File: src/common/ooo_pkg.sv
// ---------------------------------------
// Shared types for the completion back end
// Opcodes, exception causes, unit payloads
// ---------------------------------------

package ooo_pkg;

  typedef logic [31:0] word_t;

  // Codes 5 to 15 are illegal
  typedef enum logic [3:0] {
    OP_ADD = 4'd0,
    OP_SUB = 4'd1,
    OP_XOR = 4'd2,
    OP_SLL = 4'd3,
    OP_LW  = 4'd4
  } op_t;

  // Any nonzero cause at the head flushes the buffer
  typedef enum logic [1:0] {
    EXC_NONE       = 2'd0,
    EXC_ILLEGAL    = 2'd1,
    EXC_MISALIGNED = 2'd2
  } exc_t;

  typedef struct packed {
    word_t      data;
    logic [4:0] rd;
    logic       wen;
    exc_t       cause;
  } alu_res_t;

  typedef struct packed {
    word_t      addr;
    logic [4:0] rd;
  } load_req_t;

endpackage
File: src/verilog/ooo_commit.sv
// ---------------------------------------
// Out-of-order completion back end, top
// Dispatch, ALU, loads, buffer, reg file
// ---------------------------------------
`timescale 1ns/1ns

module ooo_commit #(
  parameter int CB_DEPTH  = 8,
  parameter int ALU_LAT   = 1,
  parameter int LSU_LAT   = 3,
  parameter int MEM_WORDS = 16
) (
  input  logic                          CLK,
  input  logic                          nRST,
  input  logic                          instr_valid,
  input  ooo_pkg::op_t                  instr_op,
  input  logic [4:0]                    instr_rd,
  input  ooo_pkg::word_t                instr_a,
  input  ooo_pkg::word_t                instr_b,
  input  ooo_pkg::word_t                instr_pc,
  input  logic                          mem_we,
  input  logic [$clog2(MEM_WORDS)-1:0]  mem_addr,
  input  ooo_pkg::word_t                mem_wdata,
  input  logic [4:0]                    rf_raddr,
  output ooo_pkg::word_t                rf_rdata,
  output logic                          full,
  output logic                          empty,
  output logic                          commit_valid,
  output logic [4:0]                    commit_rd,
  output ooo_pkg::word_t                commit_data,
  output logic                          commit_wen,
  output logic                          exc_valid,
  output ooo_pkg::exc_t                 exc_cause,
  output ooo_pkg::word_t                exc_pc
);

  localparam int IDX_W = $clog2(CB_DEPTH);

  logic             alloc;
  ooo_pkg::word_t   alloc_pc;
  logic [IDX_W-1:0] tail_index;
  logic             flush;

  logic             alu_valid;
  logic             load_valid;
  ooo_pkg::op_t     req_op;
  logic [4:0]       req_rd;
  ooo_pkg::word_t   req_a;
  ooo_pkg::word_t   req_b;
  logic [IDX_W-1:0] req_index;

  logic             alu_res_valid;
  logic [IDX_W-1:0] alu_res_index;
  ooo_pkg::word_t   alu_res_data;
  logic [4:0]       alu_res_rd;
  logic             alu_res_wen;
  ooo_pkg::exc_t    alu_res_cause;

  logic             ld_res_valid;
  logic [IDX_W-1:0] ld_res_index;
  ooo_pkg::word_t   ld_res_data;
  logic [4:0]       ld_res_rd;
  logic             ld_res_wen;
  ooo_pkg::exc_t    ld_res_cause;

  dispatch_unit #(.CB_DEPTH(CB_DEPTH)) i_dispatch_unit (
    .instr_valid (instr_valid),
    .instr_op    (instr_op),
    .instr_rd    (instr_rd),
    .instr_a     (instr_a),
    .instr_b     (instr_b),
    .instr_pc    (instr_pc),
    .full        (full),
    .flush       (flush),
    .tail_index  (tail_index),
    .alloc       (alloc),
    .alloc_pc    (alloc_pc),
    .alu_valid   (alu_valid),
    .load_valid  (load_valid),
    .req_op      (req_op),
    .req_rd      (req_rd),
    .req_a       (req_a),
    .req_b       (req_b),
    .req_index   (req_index)
  );

  alu_unit #(.CB_DEPTH(CB_DEPTH), .ALU_LAT(ALU_LAT)) i_alu_unit (
    .CLK       (CLK),
    .nRST      (nRST),
    .flush     (flush),
    .alu_valid (alu_valid),
    .req_op    (req_op),
    .req_rd    (req_rd),
    .req_a     (req_a),
    .req_b     (req_b),
    .req_index (req_index),
    .res_valid (alu_res_valid),
    .res_index (alu_res_index),
    .res_data  (alu_res_data),
    .res_rd    (alu_res_rd),
    .res_wen   (alu_res_wen),
    .res_cause (alu_res_cause)
  );

  load_unit #(
    .CB_DEPTH  (CB_DEPTH),
    .LSU_LAT   (LSU_LAT),
    .MEM_WORDS (MEM_WORDS)
  ) i_load_unit (
    .CLK        (CLK),
    .nRST       (nRST),
    .flush      (flush),
    .load_valid (load_valid),
    .req_a      (req_a),
    .req_b      (req_b),
    .req_rd     (req_rd),
    .req_index  (req_index),
    .mem_we     (mem_we),
    .mem_addr   (mem_addr),
    .mem_wdata  (mem_wdata),
    .res_valid  (ld_res_valid),
    .res_index  (ld_res_index),
    .res_data   (ld_res_data),
    .res_rd     (ld_res_rd),
    .res_wen    (ld_res_wen),
    .res_cause  (ld_res_cause)
  );

  completion_buffer #(.CB_DEPTH(CB_DEPTH)) i_completion_buffer (
    .CLK           (CLK),
    .nRST          (nRST),
    .alloc         (alloc),
    .alloc_pc      (alloc_pc),
    .alu_res_valid (alu_res_valid),
    .alu_res_index (alu_res_index),
    .alu_res_data  (alu_res_data),
    .alu_res_rd    (alu_res_rd),
    .alu_res_wen   (alu_res_wen),
    .alu_res_cause (alu_res_cause),
    .ld_res_valid  (ld_res_valid),
    .ld_res_index  (ld_res_index),
    .ld_res_data   (ld_res_data),
    .ld_res_rd     (ld_res_rd),
    .ld_res_wen    (ld_res_wen),
    .ld_res_cause  (ld_res_cause),
    .tail_index    (tail_index),
    .full          (full),
    .empty         (empty),
    .flush         (flush),
    .commit_valid  (commit_valid),
    .commit_rd     (commit_rd),
    .commit_data   (commit_data),
    .commit_wen    (commit_wen),
    .exc_valid     (exc_valid),
    .exc_cause     (exc_cause),
    .exc_pc        (exc_pc)
  );

  arch_reg_file i_arch_reg_file (
    .CLK         (CLK),
    .nRST        (nRST),
    .commit_wen  (commit_wen),
    .commit_rd   (commit_rd),
    .commit_data (commit_data),
    .rf_raddr    (rf_raddr),
    .rf_rdata    (rf_rdata)
  );

endmodule

File: src/completion_buffer/completion_buffer.sv
// ---------------------------------------
// Circular in-order completion buffer
// Allocation, result write-back from two
// units, head commit and exception flush
// ---------------------------------------
`timescale 1ns/1ns

module completion_buffer #(
  parameter int CB_DEPTH = 8
) (
  input  logic                         CLK,
  input  logic                         nRST,
  input  logic                         alloc,
  input  ooo_pkg::word_t               alloc_pc,
  input  logic                         alu_res_valid,
  input  logic [$clog2(CB_DEPTH)-1:0]  alu_res_index,
  input  ooo_pkg::word_t               alu_res_data,
  input  logic [4:0]                   alu_res_rd,
  input  logic                         alu_res_wen,
  input  ooo_pkg::exc_t                alu_res_cause,
  input  logic                         ld_res_valid,
  input  logic [$clog2(CB_DEPTH)-1:0]  ld_res_index,
  input  ooo_pkg::word_t               ld_res_data,
  input  logic [4:0]                   ld_res_rd,
  input  logic                         ld_res_wen,
  input  ooo_pkg::exc_t                ld_res_cause,
  output logic [$clog2(CB_DEPTH)-1:0]  tail_index,
  output logic                         full,
  output logic                         empty,
  output logic                         flush,
  output logic                         commit_valid,
  output logic [4:0]                   commit_rd,
  output ooo_pkg::word_t               commit_data,
  output logic                         commit_wen,
  output logic                         exc_valid,
  output ooo_pkg::exc_t                exc_cause,
  output ooo_pkg::word_t               exc_pc
);

  localparam int IDX_W = $clog2(CB_DEPTH);

  // Pointers carry one extra wrap bit
  logic [IDX_W:0]   head;
  logic [IDX_W:0]   tail;
  logic [IDX_W-1:0] head_sel;

  logic             done_q  [CB_DEPTH];
  ooo_pkg::exc_t    cause_q [CB_DEPTH];
  ooo_pkg::word_t   data_q  [CB_DEPTH];
  logic [4:0]       rd_q    [CB_DEPTH];
  logic             wen_q   [CB_DEPTH];
  ooo_pkg::word_t   pc_q    [CB_DEPTH];

  assign head_sel   = head[IDX_W-1:0];
  assign tail_index = tail[IDX_W-1:0];

  assign empty = (head == tail);
  assign full  = (head[IDX_W-1:0] == tail[IDX_W-1:0]) && (head[IDX_W] != tail[IDX_W]);

  // A finished head either retires or raises the exception
  assign flush        = done_q[head_sel] && (cause_q[head_sel] != ooo_pkg::EXC_NONE);
  assign commit_valid = done_q[head_sel] && (cause_q[head_sel] == ooo_pkg::EXC_NONE);
  assign commit_rd    = rd_q[head_sel];
  assign commit_data  = data_q[head_sel];
  assign commit_wen   = commit_valid && wen_q[head_sel];

  assign exc_valid = flush;
  assign exc_cause = cause_q[head_sel];
  assign exc_pc    = pc_q[head_sel];

  always_ff @(posedge CLK, negedge nRST) begin
    if (!nRST) begin
      head <= '0;
      tail <= '0;
    end else if (flush) begin
      head <= '0;
      tail <= '0;
    end else begin
      if (commit_valid) begin
        head <= head + 1'b1;
      end
      if (alloc) begin
        tail <= tail + 1'b1;
      end
    end
  end

  // Entry status, cleared on commit and on flush
  always_ff @(posedge CLK, negedge nRST) begin
    if (!nRST) begin
      for (int i = 0; i < CB_DEPTH; i++) begin
        done_q[i]  <= 1'b0;
        cause_q[i] <= ooo_pkg::EXC_NONE;
      end
    end else if (flush) begin
      for (int i = 0; i < CB_DEPTH; i++) begin
        done_q[i]  <= 1'b0;
        cause_q[i] <= ooo_pkg::EXC_NONE;
      end
    end else begin
      if (commit_valid) begin
        done_q[head_sel] <= 1'b0;
      end
      if (alu_res_valid) begin
        done_q[alu_res_index]  <= 1'b1;
        cause_q[alu_res_index] <= alu_res_cause;
      end
      if (ld_res_valid) begin
        done_q[ld_res_index]  <= 1'b1;
        cause_q[ld_res_index] <= ld_res_cause;
      end
    end
  end

  always_ff @(posedge CLK) begin
    if (alloc) begin
      pc_q[tail_index] <= alloc_pc;
    end
    if (alu_res_valid) begin
      data_q[alu_res_index] <= alu_res_data;
      rd_q[alu_res_index]   <= alu_res_rd;
      wen_q[alu_res_index]  <= alu_res_wen;
    end
    if (ld_res_valid) begin
      data_q[ld_res_index] <= ld_res_data;
      rd_q[ld_res_index]   <= ld_res_rd;
      wen_q[ld_res_index]  <= ld_res_wen;
    end
  end

endmodule

File: src/verilog/arch_reg_file.sv
// ---------------------------------------
// Architectural register file, x0 reads 0
// ---------------------------------------
`timescale 1ns/1ns

module arch_reg_file (
  input  logic            CLK,
  input  logic            nRST,
  input  logic            commit_wen,
  input  logic [4:0]      commit_rd,
  input  ooo_pkg::word_t  commit_data,
  input  logic [4:0]      rf_raddr,
  output ooo_pkg::word_t  rf_rdata
);

  ooo_pkg::word_t regs [32];

  always_ff @(posedge CLK, negedge nRST) begin
    if (!nRST) begin
      for (int i = 0; i < 32; i++) begin
        regs[i] <= '0;
      end
    end else if (commit_wen && (commit_rd != 5'd0)) begin
      regs[commit_rd] <= commit_data;
    end
  end

  assign rf_rdata = (rf_raddr == 5'd0) ? '0 : regs[rf_raddr];

endmodule

File: src/verilog/load_unit.sv
// ---------------------------------------
// Load unit with word-addressed data RAM,
// preload port and misalignment check
// ---------------------------------------
`timescale 1ns/1ns

module load_unit #(
  parameter int CB_DEPTH  = 8,
  parameter int LSU_LAT   = 3,
  parameter int MEM_WORDS = 16
) (
  input  logic                          CLK,
  input  logic                          nRST,
  input  logic                          flush,
  input  logic                          load_valid,
  input  ooo_pkg::word_t                req_a,
  input  ooo_pkg::word_t                req_b,
  input  logic [4:0]                    req_rd,
  input  logic [$clog2(CB_DEPTH)-1:0]   req_index,
  input  logic                          mem_we,
  input  logic [$clog2(MEM_WORDS)-1:0]  mem_addr,
  input  ooo_pkg::word_t                mem_wdata,
  output logic                          res_valid,
  output logic [$clog2(CB_DEPTH)-1:0]   res_index,
  output ooo_pkg::word_t                res_data,
  output logic [4:0]                    res_rd,
  output logic                          res_wen,
  output ooo_pkg::exc_t                 res_cause
);

  ooo_pkg::load_req_t          req_in;
  ooo_pkg::load_req_t          req_out;
  logic                        pipe_valid;
  logic [$clog2(CB_DEPTH)-1:0] pipe_index;
  ooo_pkg::word_t              word_idx;
  ooo_pkg::word_t              mem [MEM_WORDS];

  assign req_in.addr = req_a + req_b;
  assign req_in.rd   = req_rd;

  // The RAM read adds the last cycle of latency
  stage_pipe #(
    .payload_t (ooo_pkg::load_req_t),
    .DEPTH     (LSU_LAT - 1),
    .CB_DEPTH  (CB_DEPTH)
  ) i_load_pipe (
    .CLK         (CLK),
    .nRST        (nRST),
    .flush       (flush),
    .in_valid    (load_valid),
    .in_index    (req_index),
    .in_payload  (req_in),
    .out_valid   (pipe_valid),
    .out_index   (pipe_index),
    .out_payload (req_out)
  );

  assign word_idx = (req_out.addr >> 2) % MEM_WORDS;

  always_ff @(posedge CLK, negedge nRST) begin
    if (!nRST) begin
      res_valid <= 1'b0;
    end else begin
      res_valid <= pipe_valid && !flush;
    end
  end

  always_ff @(posedge CLK) begin
    if (mem_we) begin
      mem[mem_addr] <= mem_wdata;
    end
    res_data  <= mem[word_idx[$clog2(MEM_WORDS)-1:0]];
    res_index <= pipe_index;
    res_rd    <= req_out.rd;
    res_cause <= (req_out.addr[1:0] != 2'b00) ? ooo_pkg::EXC_MISALIGNED : ooo_pkg::EXC_NONE;
  end

  assign res_wen = (res_cause == ooo_pkg::EXC_NONE);

endmodule

File: src/verilog/alu_unit.sv
// ---------------------------------------
// Arithmetic unit, add/sub/xor/shift with
// illegal opcode detection
// ---------------------------------------
`timescale 1ns/1ns

module alu_unit #(
  parameter int CB_DEPTH = 8,
  parameter int ALU_LAT  = 1
) (
  input  logic                         CLK,
  input  logic                         nRST,
  input  logic                         flush,
  input  logic                         alu_valid,
  input  ooo_pkg::op_t                 req_op,
  input  logic [4:0]                   req_rd,
  input  ooo_pkg::word_t               req_a,
  input  ooo_pkg::word_t               req_b,
  input  logic [$clog2(CB_DEPTH)-1:0]  req_index,
  output logic                         res_valid,
  output logic [$clog2(CB_DEPTH)-1:0]  res_index,
  output ooo_pkg::word_t               res_data,
  output logic [4:0]                   res_rd,
  output logic                         res_wen,
  output ooo_pkg::exc_t                res_cause
);

  ooo_pkg::alu_res_t res_in;
  ooo_pkg::alu_res_t res_out;

  always_comb begin
    res_in.rd    = req_rd;
    res_in.wen   = 1'b1;
    res_in.cause = ooo_pkg::EXC_NONE;
    case (req_op)
      ooo_pkg::OP_ADD: res_in.data = req_a + req_b;
      ooo_pkg::OP_SUB: res_in.data = req_a - req_b;
      ooo_pkg::OP_XOR: res_in.data = req_a ^ req_b;
      ooo_pkg::OP_SLL: res_in.data = req_a << req_b[4:0];
      default: begin
        // No write back for an undefined opcode
        res_in.data  = '0;
        res_in.wen   = 1'b0;
        res_in.cause = ooo_pkg::EXC_ILLEGAL;
      end
    endcase
  end

  stage_pipe #(
    .payload_t (ooo_pkg::alu_res_t),
    .DEPTH     (ALU_LAT),
    .CB_DEPTH  (CB_DEPTH)
  ) i_alu_pipe (
    .CLK         (CLK),
    .nRST        (nRST),
    .flush       (flush),
    .in_valid    (alu_valid),
    .in_index    (req_index),
    .in_payload  (res_in),
    .out_valid   (res_valid),
    .out_index   (res_index),
    .out_payload (res_out)
  );

  assign res_data  = res_out.data;
  assign res_rd    = res_out.rd;
  assign res_wen   = res_out.wen;
  assign res_cause = res_out.cause;

endmodule

File: src/verilog/dispatch_unit.sv
// ---------------------------------------
// Dispatch stage, allocates buffer entries
// and steers requests to the ALU or loads
// ---------------------------------------
`timescale 1ns/1ns

module dispatch_unit #(
  parameter int CB_DEPTH = 8
) (
  input  logic                         instr_valid,
  input  ooo_pkg::op_t                 instr_op,
  input  logic [4:0]                   instr_rd,
  input  ooo_pkg::word_t               instr_a,
  input  ooo_pkg::word_t               instr_b,
  input  ooo_pkg::word_t               instr_pc,
  input  logic                         full,
  input  logic                         flush,
  input  logic [$clog2(CB_DEPTH)-1:0]  tail_index,
  output logic                         alloc,
  output ooo_pkg::word_t               alloc_pc,
  output logic                         alu_valid,
  output logic                         load_valid,
  output ooo_pkg::op_t                 req_op,
  output logic [4:0]                   req_rd,
  output ooo_pkg::word_t               req_a,
  output ooo_pkg::word_t               req_b,
  output logic [$clog2(CB_DEPTH)-1:0]  req_index
);

  logic is_load;

  // Illegal codes go to the ALU, which raises the exception
  assign is_load = (instr_op == ooo_pkg::OP_LW);

  // Dropped when the buffer is full or flushing
  assign alloc    = instr_valid && !full && !flush;
  assign alloc_pc = instr_pc;

  assign alu_valid  = alloc && !is_load;
  assign load_valid = alloc && is_load;

  assign req_op    = instr_op;
  assign req_rd    = instr_rd;
  assign req_a     = instr_a;
  assign req_b     = instr_b;
  assign req_index = tail_index;

endmodule

File: src/verilog/stage_pipe.sv
// ---------------------------------------
// Fixed-depth delay line for valid, index
// and a typed payload, with flush
// ---------------------------------------
`timescale 1ns/1ns

module stage_pipe #(
  parameter type payload_t = logic [31:0],
  parameter int  DEPTH     = 1,
  parameter int  CB_DEPTH  = 8
) (
  input  logic                         CLK,
  input  logic                         nRST,
  input  logic                         flush,
  input  logic                         in_valid,
  input  logic [$clog2(CB_DEPTH)-1:0]  in_index,
  input  payload_t                     in_payload,
  output logic                         out_valid,
  output logic [$clog2(CB_DEPTH)-1:0]  out_index,
  output payload_t                     out_payload
);

  logic                        valid_q   [DEPTH];
  logic [$clog2(CB_DEPTH)-1:0] index_q   [DEPTH];
  payload_t                    payload_q [DEPTH];

  always_ff @(posedge CLK, negedge nRST) begin
    if (!nRST) begin
      for (int i = 0; i < DEPTH; i++) begin
        valid_q[i] <= 1'b0;
      end
    end else if (flush) begin
      for (int i = 0; i < DEPTH; i++) begin
        valid_q[i] <= 1'b0;
      end
    end else begin
      valid_q[0] <= in_valid;
      for (int i = 1; i < DEPTH; i++) begin
        valid_q[i] <= valid_q[i-1];
      end
    end
  end

  always_ff @(posedge CLK) begin
    index_q[0]   <= in_index;
    payload_q[0] <= in_payload;
    for (int i = 1; i < DEPTH; i++) begin
      index_q[i]   <= index_q[i-1];
      payload_q[i] <= payload_q[i-1];
    end
  end

  assign out_valid   = valid_q[DEPTH-1];
  assign out_index   = index_q[DEPTH-1];
  assign out_payload = payload_q[DEPTH-1];

endmodule

File: config.mk
export PLATFORM = sky130hd
export DESIGN_NAME = ooo_commit
export DESIGN_NICKNAME = d
export VERILOG_FILES = /design/src/common/ooo_pkg.sv /design/src/verilog/ooo_commit.sv /design/src/completion_buffer/completion_buffer.sv /design/src/verilog/arch_reg_file.sv /design/src/verilog/load_unit.sv /design/src/verilog/alu_unit.sv /design/src/verilog/dispatch_unit.sv /design/src/verilog/stage_pipe.sv
export SDC_FILE = /design/constraint.sdc
export NUM_CORES = 2
export LEC_CHECK = 0
export ABC_AREA = 1
export BUFFER_PORTS_ARGS = -buffer_cell sky130_fd_sc_hd__buf_4
export CAP_MARGIN = 5
export CORE_MARGIN = 4
export CORE_UTILIZATION = 45
export CTS_CLUSTER_SIZE = 20
export DETAILED_ROUTE_END_ITERATION = 10
export PLACE_DENSITY = 0.6
export SLEW_MARGIN = 20
export SYNTH_ARGS = -nofsm -noshare
export SYNTH_HDL_FRONTEND = slang
export SYNTH_SLANG_ARGS = --single-unit
File: constraint.sdc
create_clock -name CLK -period 10.53 [get_ports CLK]
set_input_delay 2.106 -clock CLK [delete_from_list [all_inputs] [get_ports CLK]]
set_output_delay 2.106 -clock CLK [all_outputs]
set_load 0.005 [all_outputs]
* Yosys cells after proc, flatten, opt, wreduce, memory -nomap -nowiden
Memories as Yosys holds them, arrays and structs flattened. A register that Yosys moved wholly into a read port is not among the register bits.
Cells that the tools add are included.
** Operators by class
- Add/subtract/negate cells :: 4
- Order comparisons :: 9
- Eq/ne operators :: 7
- Shift-type cells :: 1
- Muxes and demuxes :: 52
- Bitwise operators :: 10
- Reductions and logical operators :: 27
** Operators by type and width (number)
- 1024-bit bitwise mux :: 1
- 32-bit binary-select mux with 5-bit select :: 1
- 32-bit demux with 5-bit select :: 1
- 32-bit two-way mux :: 4
- 32-bit case mux with 4 select lines :: 1
- 16-bit two-way mux :: 4
- 8-bit two-way mux :: 6
- 32-bit adder :: 1
- 16-bit bitwise mux :: 2
- 32-bit by 5-bit left shift with 32-bit output :: 1
- 32-bit subtractor :: 1
- 32-bit bitwise XOR :: 1
- 4-bit two-way mux :: 4
- 8-bit OR :: 2
- 1-bit logical AND :: 14
- 1-bit two-way mux :: 14
- 2-bit demux with 3-bit select :: 2
- 4-bit greater-or-equal comparator (second input constant) :: 3
- 6-bit greater-or-equal comparator (second input constant) :: 2
- 4-bit by 1-bit < comparator with 1-bit output (second input constant) :: 3
- 2-bit two-way mux :: 6
- 3-bit NOT with 4-bit output :: 3
- 5-bit NOT with 6-bit output :: 2
- 1-bit demux with 3-bit select :: 3
- 20 further kinds :: 28
** Storage, ports and cells
- Flip-flop bits (word level) :: 1067
- Memory bits (writable) :: 1195
- Memories :: 9
** Memories
- i_load_unit.mem :: depth 16, bits a word 32, rd ports 1, clocked after Yosys merged registers in 1, wr ports 1, line load_unit.sv:36 : ooo_pkg::word_t mem [MEM_WORDS];
- i_completion_buffer.data_q :: depth 8, bits a word 32, rd ports 1, clocked after Yosys merged registers in 0, wr ports 2, line completion_buffer.sv:49 : ooo_pkg::word_t data_q [CB_DEPTH];
- i_completion_buffer.pc_q :: depth 8, bits a word 32, rd ports 1, clocked after Yosys merged registers in 0, wr ports 1, line completion_buffer.sv:52 : ooo_pkg::word_t pc_q [CB_DEPTH];
- i_load_unit.i_load_pipe.payload_q :: depth 2, bits a word 37, rd ports 2, clocked after Yosys merged registers in 0, wr ports 2, line stage_pipe.sv:25 : payload_t payload_q [DEPTH];
- i_alu_unit.i_alu_pipe.payload_q :: depth 1, bits a word 40, rd ports 1, clocked after Yosys merged registers in 0, wr ports 1, line stage_pipe.sv:25
- i_completion_buffer.rd_q :: depth 8, bits a word 5, rd ports 1, clocked after Yosys merged registers in 0, wr ports 2, line completion_buffer.sv:50 : logic [4:0] rd_q [CB_DEPTH];
- 3 more memories

* Longest topological paths before layout
- Depth in word-level cells :: 15
- Mapped depth :: 16
- Mapped depth without buffers :: 15

* Hierarchy
A second synthesis with hierarchy kept.
** Second synthesis, totals
- Cells, all modules :: 11657
- Area, all modules :: 106618.5 µm²
** By module, submodules not included
- arch_reg_file :: times used 1, cells an instance 5883, area each 48268.8 µm²
- completion_buffer :: times used 1, cells an instance 2250, area each 25613.3 µm²
- load_unit :: times used 1, cells an instance 2055, area each 23254.8 µm²
- alu_unit :: times used 1, cells an instance 1172, area each 5739.3 µm²
- stage_pipe (i_load_unit.i_load_pipe) :: times used 1, cells an instance 126, area each 1966.9 µm²
- stage_pipe (i_alu_unit.i_alu_pipe) :: times used 1, cells an instance 46, area each 895.9 µm²
- dispatch_unit :: times used 1, cells an instance 125, area each 879.6 µm²

* Worst setup path after synthesis
OpenSTA, ideal clock, no wires.
- Path kind :: input port to output port
- Start point :: input port rf_raddr[0]
- End point :: output port rf_rdata[22]
- Data arrival time :: 3731 ps
- Setup slack :: 4693 ps
- Stages on the path :: 11
- Path buffers :: 5
- Cell sequence :: buf_2 -> buf_2 -> buf_2 -> clkbuf_1 -> clkbuf_1 -> nor2_1 -> o221ai_1 -> nand3_1 -> nand3_1 -> nand2_1 -> nor2_1
** On the way
- Word-level cells in the longest chain between the ends :: 5
- Elaborated cells between the ends (all ways) :: 6
- Classes of those cells :: mux: 4; bitwise: 1; reduce/logical: 1
** Ends and longest elaborated chain
- start, declared :: line ooo_commit.sv:24 : input logic [4:0] rf_raddr,
- 5-bit NOT with 6-bit output (not written as such) :: line arch_reg_file.sv:28 : assign rf_rdata = (rf_raddr == 5'd0) ? '0 : regs[rf_raddr];
- 32-bit binary-select mux with 5-bit select :: line arch_reg_file.sv:28
- 32-bit two-way mux (not written as such) (2 in a row) :: line arch_reg_file.sv:28
- 32-bit two-way mux (*) :: line arch_reg_file.sv:28
- end, declared :: line ooo_commit.sv:25 : output ooo_pkg::word_t rf_rdata,
Every way passes the cells marked *; elsewhere a longest branch is shown, timed or not. The select of a mux whose other input is x is not followed.

* Worst setup path after layout
- Start point :: register i_completion_buffer.head[0]
- End point :: output port exc_valid
** On the way
- Word-level cells in the longest chain between the ends :: 6
- Elaborated cells between the ends (all ways) :: 9
- Classes of those cells :: mux: 6; bitwise: 1; reduce/logical: 2
** Ends and longest elaborated chain
- start, declared :: line completion_buffer.sv:43 : logic [IDX_W:0] head;
- start signal, assigned :: line completion_buffer.sv:80 : head <= head + 1'b1;
- 3-bit NOT with 4-bit output (not written as such) (*) :: line completion_buffer.sv:61 : assign flush = done_q[head_sel] && (cause_q[head_sel] != ooo_pkg::EXC_NONE);
- 2-bit binary-select mux with 3-bit select :: line completion_buffer.sv:61
- 2-bit two-way mux (not written as such) (2 in a row) :: line completion_buffer.sv:61
- 2-bit nonzero test :: line completion_buffer.sv:61
- 1-bit logical AND (*) :: line completion_buffer.sv:61
- end, declared :: line ooo_commit.sv:32 : output logic exc_valid,
Marked as above.

==> flow_metrics.tcl <==
set metrics [dict create \
    clkSinkCount 2235 \
    grt_max_degree 209 \
    cts_tree "built" \
    cp_num_buf_inv 4 \
    crit-reg2reg-launch "i_completion_buffer.head[0]" \
    area_growth_pct 11.53 \
    synthCells 11876 \
    overflow 0 \
    place_congestion 0.9215 \
    cts_buffers 236 \
    yosys.area_share.simple_pct 22.10 \
    switching_share_pct 39.29 \
    fp.dieH_um 491.7 \
    synth_top_area_cell "edfxtp_1" \
    holdCritStartpoint "i_load_unit.i_load_pipe.payload_q[0][38]" \
    dieWidth_um 491.7 \
    hold_path_depth 0 \
    yosys-top-cells-area "edfxtp_1, dfrtp_1, nand2_1" \
    drc_errors 0 \
    grt_first_pass_wirelength_um 535600 \
    synth_flop_cell "edfxtp_1" \
    crit_path_max_fanout 104 \
    synth_edf_count 1072 \
    finClkSkew_ns 0.1053 \
    comb_power_share_pct 32.0 \
    path_depth 10 \
    post_cts_buffers 0 \
    p_seq_share_pct 39.7 \
    crit_arrival_ns 5.51 \
    crit_chain "inv_6 > buf_4 > nand2_1 > nand3_1 > nand3_1 > nor2_1 > nand2_1 > nand2_1 > inv_1 > buf_4" \
    required_ns 8.42 \
    ys_types 48 \
    intPower_mw 18.35 \
    dr.pass1.iters 10 \
    synth_top_area_share_pct 30.57 \
    clkLatencyLatePin_ns 0.91 \
    finalCriticalPeriod_ns 7.613 \
    drt-total-wl_um 358700 \
    ant_nets 0 \
    leakage_nw 52.00 \
    rr_endpoint "i_arch_reg_file.regs[885]" \
    cpPeakStageDelay_ns 0.82 \
    cts_buffer_depth 3 \
    initial_utilization_pct 45.23 \
    syn_avg_cell_area_sq_um 8.866 \
    cpMaxStageDelayCell "dfrtp_4" \
    synth_top_family_by_area "simple AND/OR/NAND/NOR gates" \
    gr-usage-all-layers_pct 28.84 \
    peakVddDrop_mv 0.2833 \
    max_cap_viol_count 0 \
    ys_seq_elements 2235 \
    yosysMostFrequentCell "nand2_1" \
    grt_busiest_layer "met2" \
    rows 177 \
    syn_nets 12094 \
    htree_levels 4 \
    ioPinCount 258 \
    net-switching-power_mw 11.87 \
    fin_util_pct 50.45 \
    root_buffer "clkbuf_16" \
    grt_use_met2_pct 47.41 \
    hold_path_end "i_load_unit.res_rd[1]" \
    wl_per_cell_um 24.03 \
    fin_setup_tns_ns 0 \
    rr_worst_depth 13 \
    antenna_found_initial 13 \
    met1_usage_pct 38.31 \
    grtUsageMet3_pct 4.695 \
    yosys_warnings 0 \
    via_count 87370 \
    synthArstFlopShare_pct 47.43 \
    powerDensity_nw_per_um2 257.3 \
    core_sq_um 232800 \
    drt_iter0_markers 10070 \
    hp-class "reg2reg" \
    relSlewSlack_pct 25.45 \
    synth_area_sq_um 105300 \
    synthAdderAreaFrac_pct 0.8224 \
    endpoint_kind "output pin" \
    via_per_inst 5.854 \
    start_kind "flop" \
    clkPwrFrac_pct 28.3 \
    grt_pass1_vias 84111 \
    setup_viol 0 \
    synth_compound_area_share_pct 11.73 \
    rsz0062_at_grt "no" \
    timing.fmax_ghz 0.1314 \
    clkTransAtPathRegs_ns 0.06 \
    critPathMostFrequentCell "nand2_1" \
    path_class "reg2out" \
    nets 11795 \
    dp_hpwl_um 202800 \
    maxSlewViolCount 0 \
    hold_viol_final 0 \
    crit_family "buffers and inverters" \
    total_power_mw 30.22 \
    synthXorXnorAreaFrac_pct 0.08319 \
    worst_slew_pin_slew_ns 1.118 \
    hold_buffers 0 \
    drive_above_1_share_pct 8.195 \
    die_area_sq_um 241800 \
    synth.top_cells.by_count "nand2_1, nand3_1, o21ai_0" \
    hold_slack_ns 0.3243 \
    muxShareOfSynthArea_pct 1.217 \
    outcome "finished, final reports clean" \
    cts_resized 0 \
    finalCritPeriodShare_pct 72.30 \
    port_buffers 257 \
    r2r_slack_ns 4.05 \
    yosysSeqAreaShare_pct 57.73 \
]
## power groups by stage
stage | registers (mW) | logic, mW | clock network, mW
floorplan | 11.7 | 5.76 | 0
global placement | 12.1 | 9.38 | 0
detailed placement | 12.1 | 9.53 | 0
CTS | 12.0 | 9.56 | 8.69
global route | 12.2 | 10.4 | 9.06
finish | 12.0 | 9.66 | 8.57
## metrics by stage
step,worst slack [ns],std cells,instance area (sq um)
floorplan,4.693,11876,105300
CTS,2.850,14920,117400
global route,2.523,14921,117400
finish,2.917,14924,117400
global placement,3.245,14471,109300
detailed placement,3.184,14471,109300
## logic make-up (layout without fill, tap and decap cells)
group,Yosys count,in the layout
DFF,2235,2235
xor gates and xnor gates,10,10
muxes,128,128
other,0,4
adders and majority gates,68,68
AOI/OAI and AO/OA,2147,2147
buffers and inverters,1652,1564
and+or+nand+nor,5636,5636
## sequential cells by signal, indices dropped and copies added, names as in the netlist, 3 cells and up
register and flops:
i_completion_buffer.rd_q 40, i_load_unit.i_load_pipe.payload_q 22, i_completion_buffer.data_q 256, i_load_unit.mem 512, i_completion_buffer.cause_q 16, i_completion_buffer.tail 4
i_alu_unit.i_alu_pipe.payload_q 34, i_completion_buffer.done_q 8, i_completion_buffer.pc_q 256, i_arch_reg_file.regs 1024, i_completion_buffer.head 4, i_completion_buffer.wen_q 8
i_load_unit.res_rd 5, i_load_unit.res_data 32, i_load_unit.i_load_pipe.index_q 6, i_load_unit.res_index 3
## area by class of cell
type	instances	area [sq um]
Inverter	666	2534
Clock inverter	110	1386
Fill cell	21448	115300
Sequential cell	2235	60790
Antenna cell	4	10.01
Clock buffer	339	6716
Tap cell	3132	3919
Timing Repair Buffer	449	3558
Multi-Input combinational cell	7989	38510
## worst max path at each step
stage	end	start	slack (ns)
5_1_grt	exc_valid	i_completion_buffer.head[0]	2.52
4_1_cts	exc_valid	i_completion_buffer.head[0]	2.85
2_1_floorplan	rf_rdata[22]	rf_raddr[0]	4.69
6_report	exc_valid	i_completion_buffer.head[0]	2.92
3_5_place_dp	rf_rdata[5]	rf_raddr[0]	3.18
3_3_place_gp	rf_rdata[12]	rf_raddr[0]	3.24
## layer usage
layer  wire, um  share of wire (%)  vias to the layer above
met5        115              0.032                        -
met4      15610                4.4                       18
met3      30490                8.5                      881
met2     169100                 47                     4289
met1     143400                 40                    42661
li1           -                  -                    39521
## cells in the final DEF (no fill, tap or decap), types with 11 or more instances in the layout
master     count
nor2_4        55
dfxtp_1       99
nor3_1        16
nand3b_1      23
o21ai_0     1317
ha_1          66
nor2_1      1028
clkbuf_8      43
o221ai_1     232
nand3_1     1365
clkbuf_16    236
mux2i_1      128
buf_12        13
o22ai_1      109
clkbuf_1      60
clkinv_1      21
nand3_2       18
o21ai_1       30
clkinv_16     11
buf_4        432
bufinv_16     20
a21oi_1      218
inv_1        649
clkinv_2      41
o211ai_1     176
o2111ai_1     24
nand2_2       16
nand4_1       28
dfrtp_1     1059
edfxtp_1    1072
nand2_1     3054
o21ai_4       16
Power figures use the tool's default switching activity.
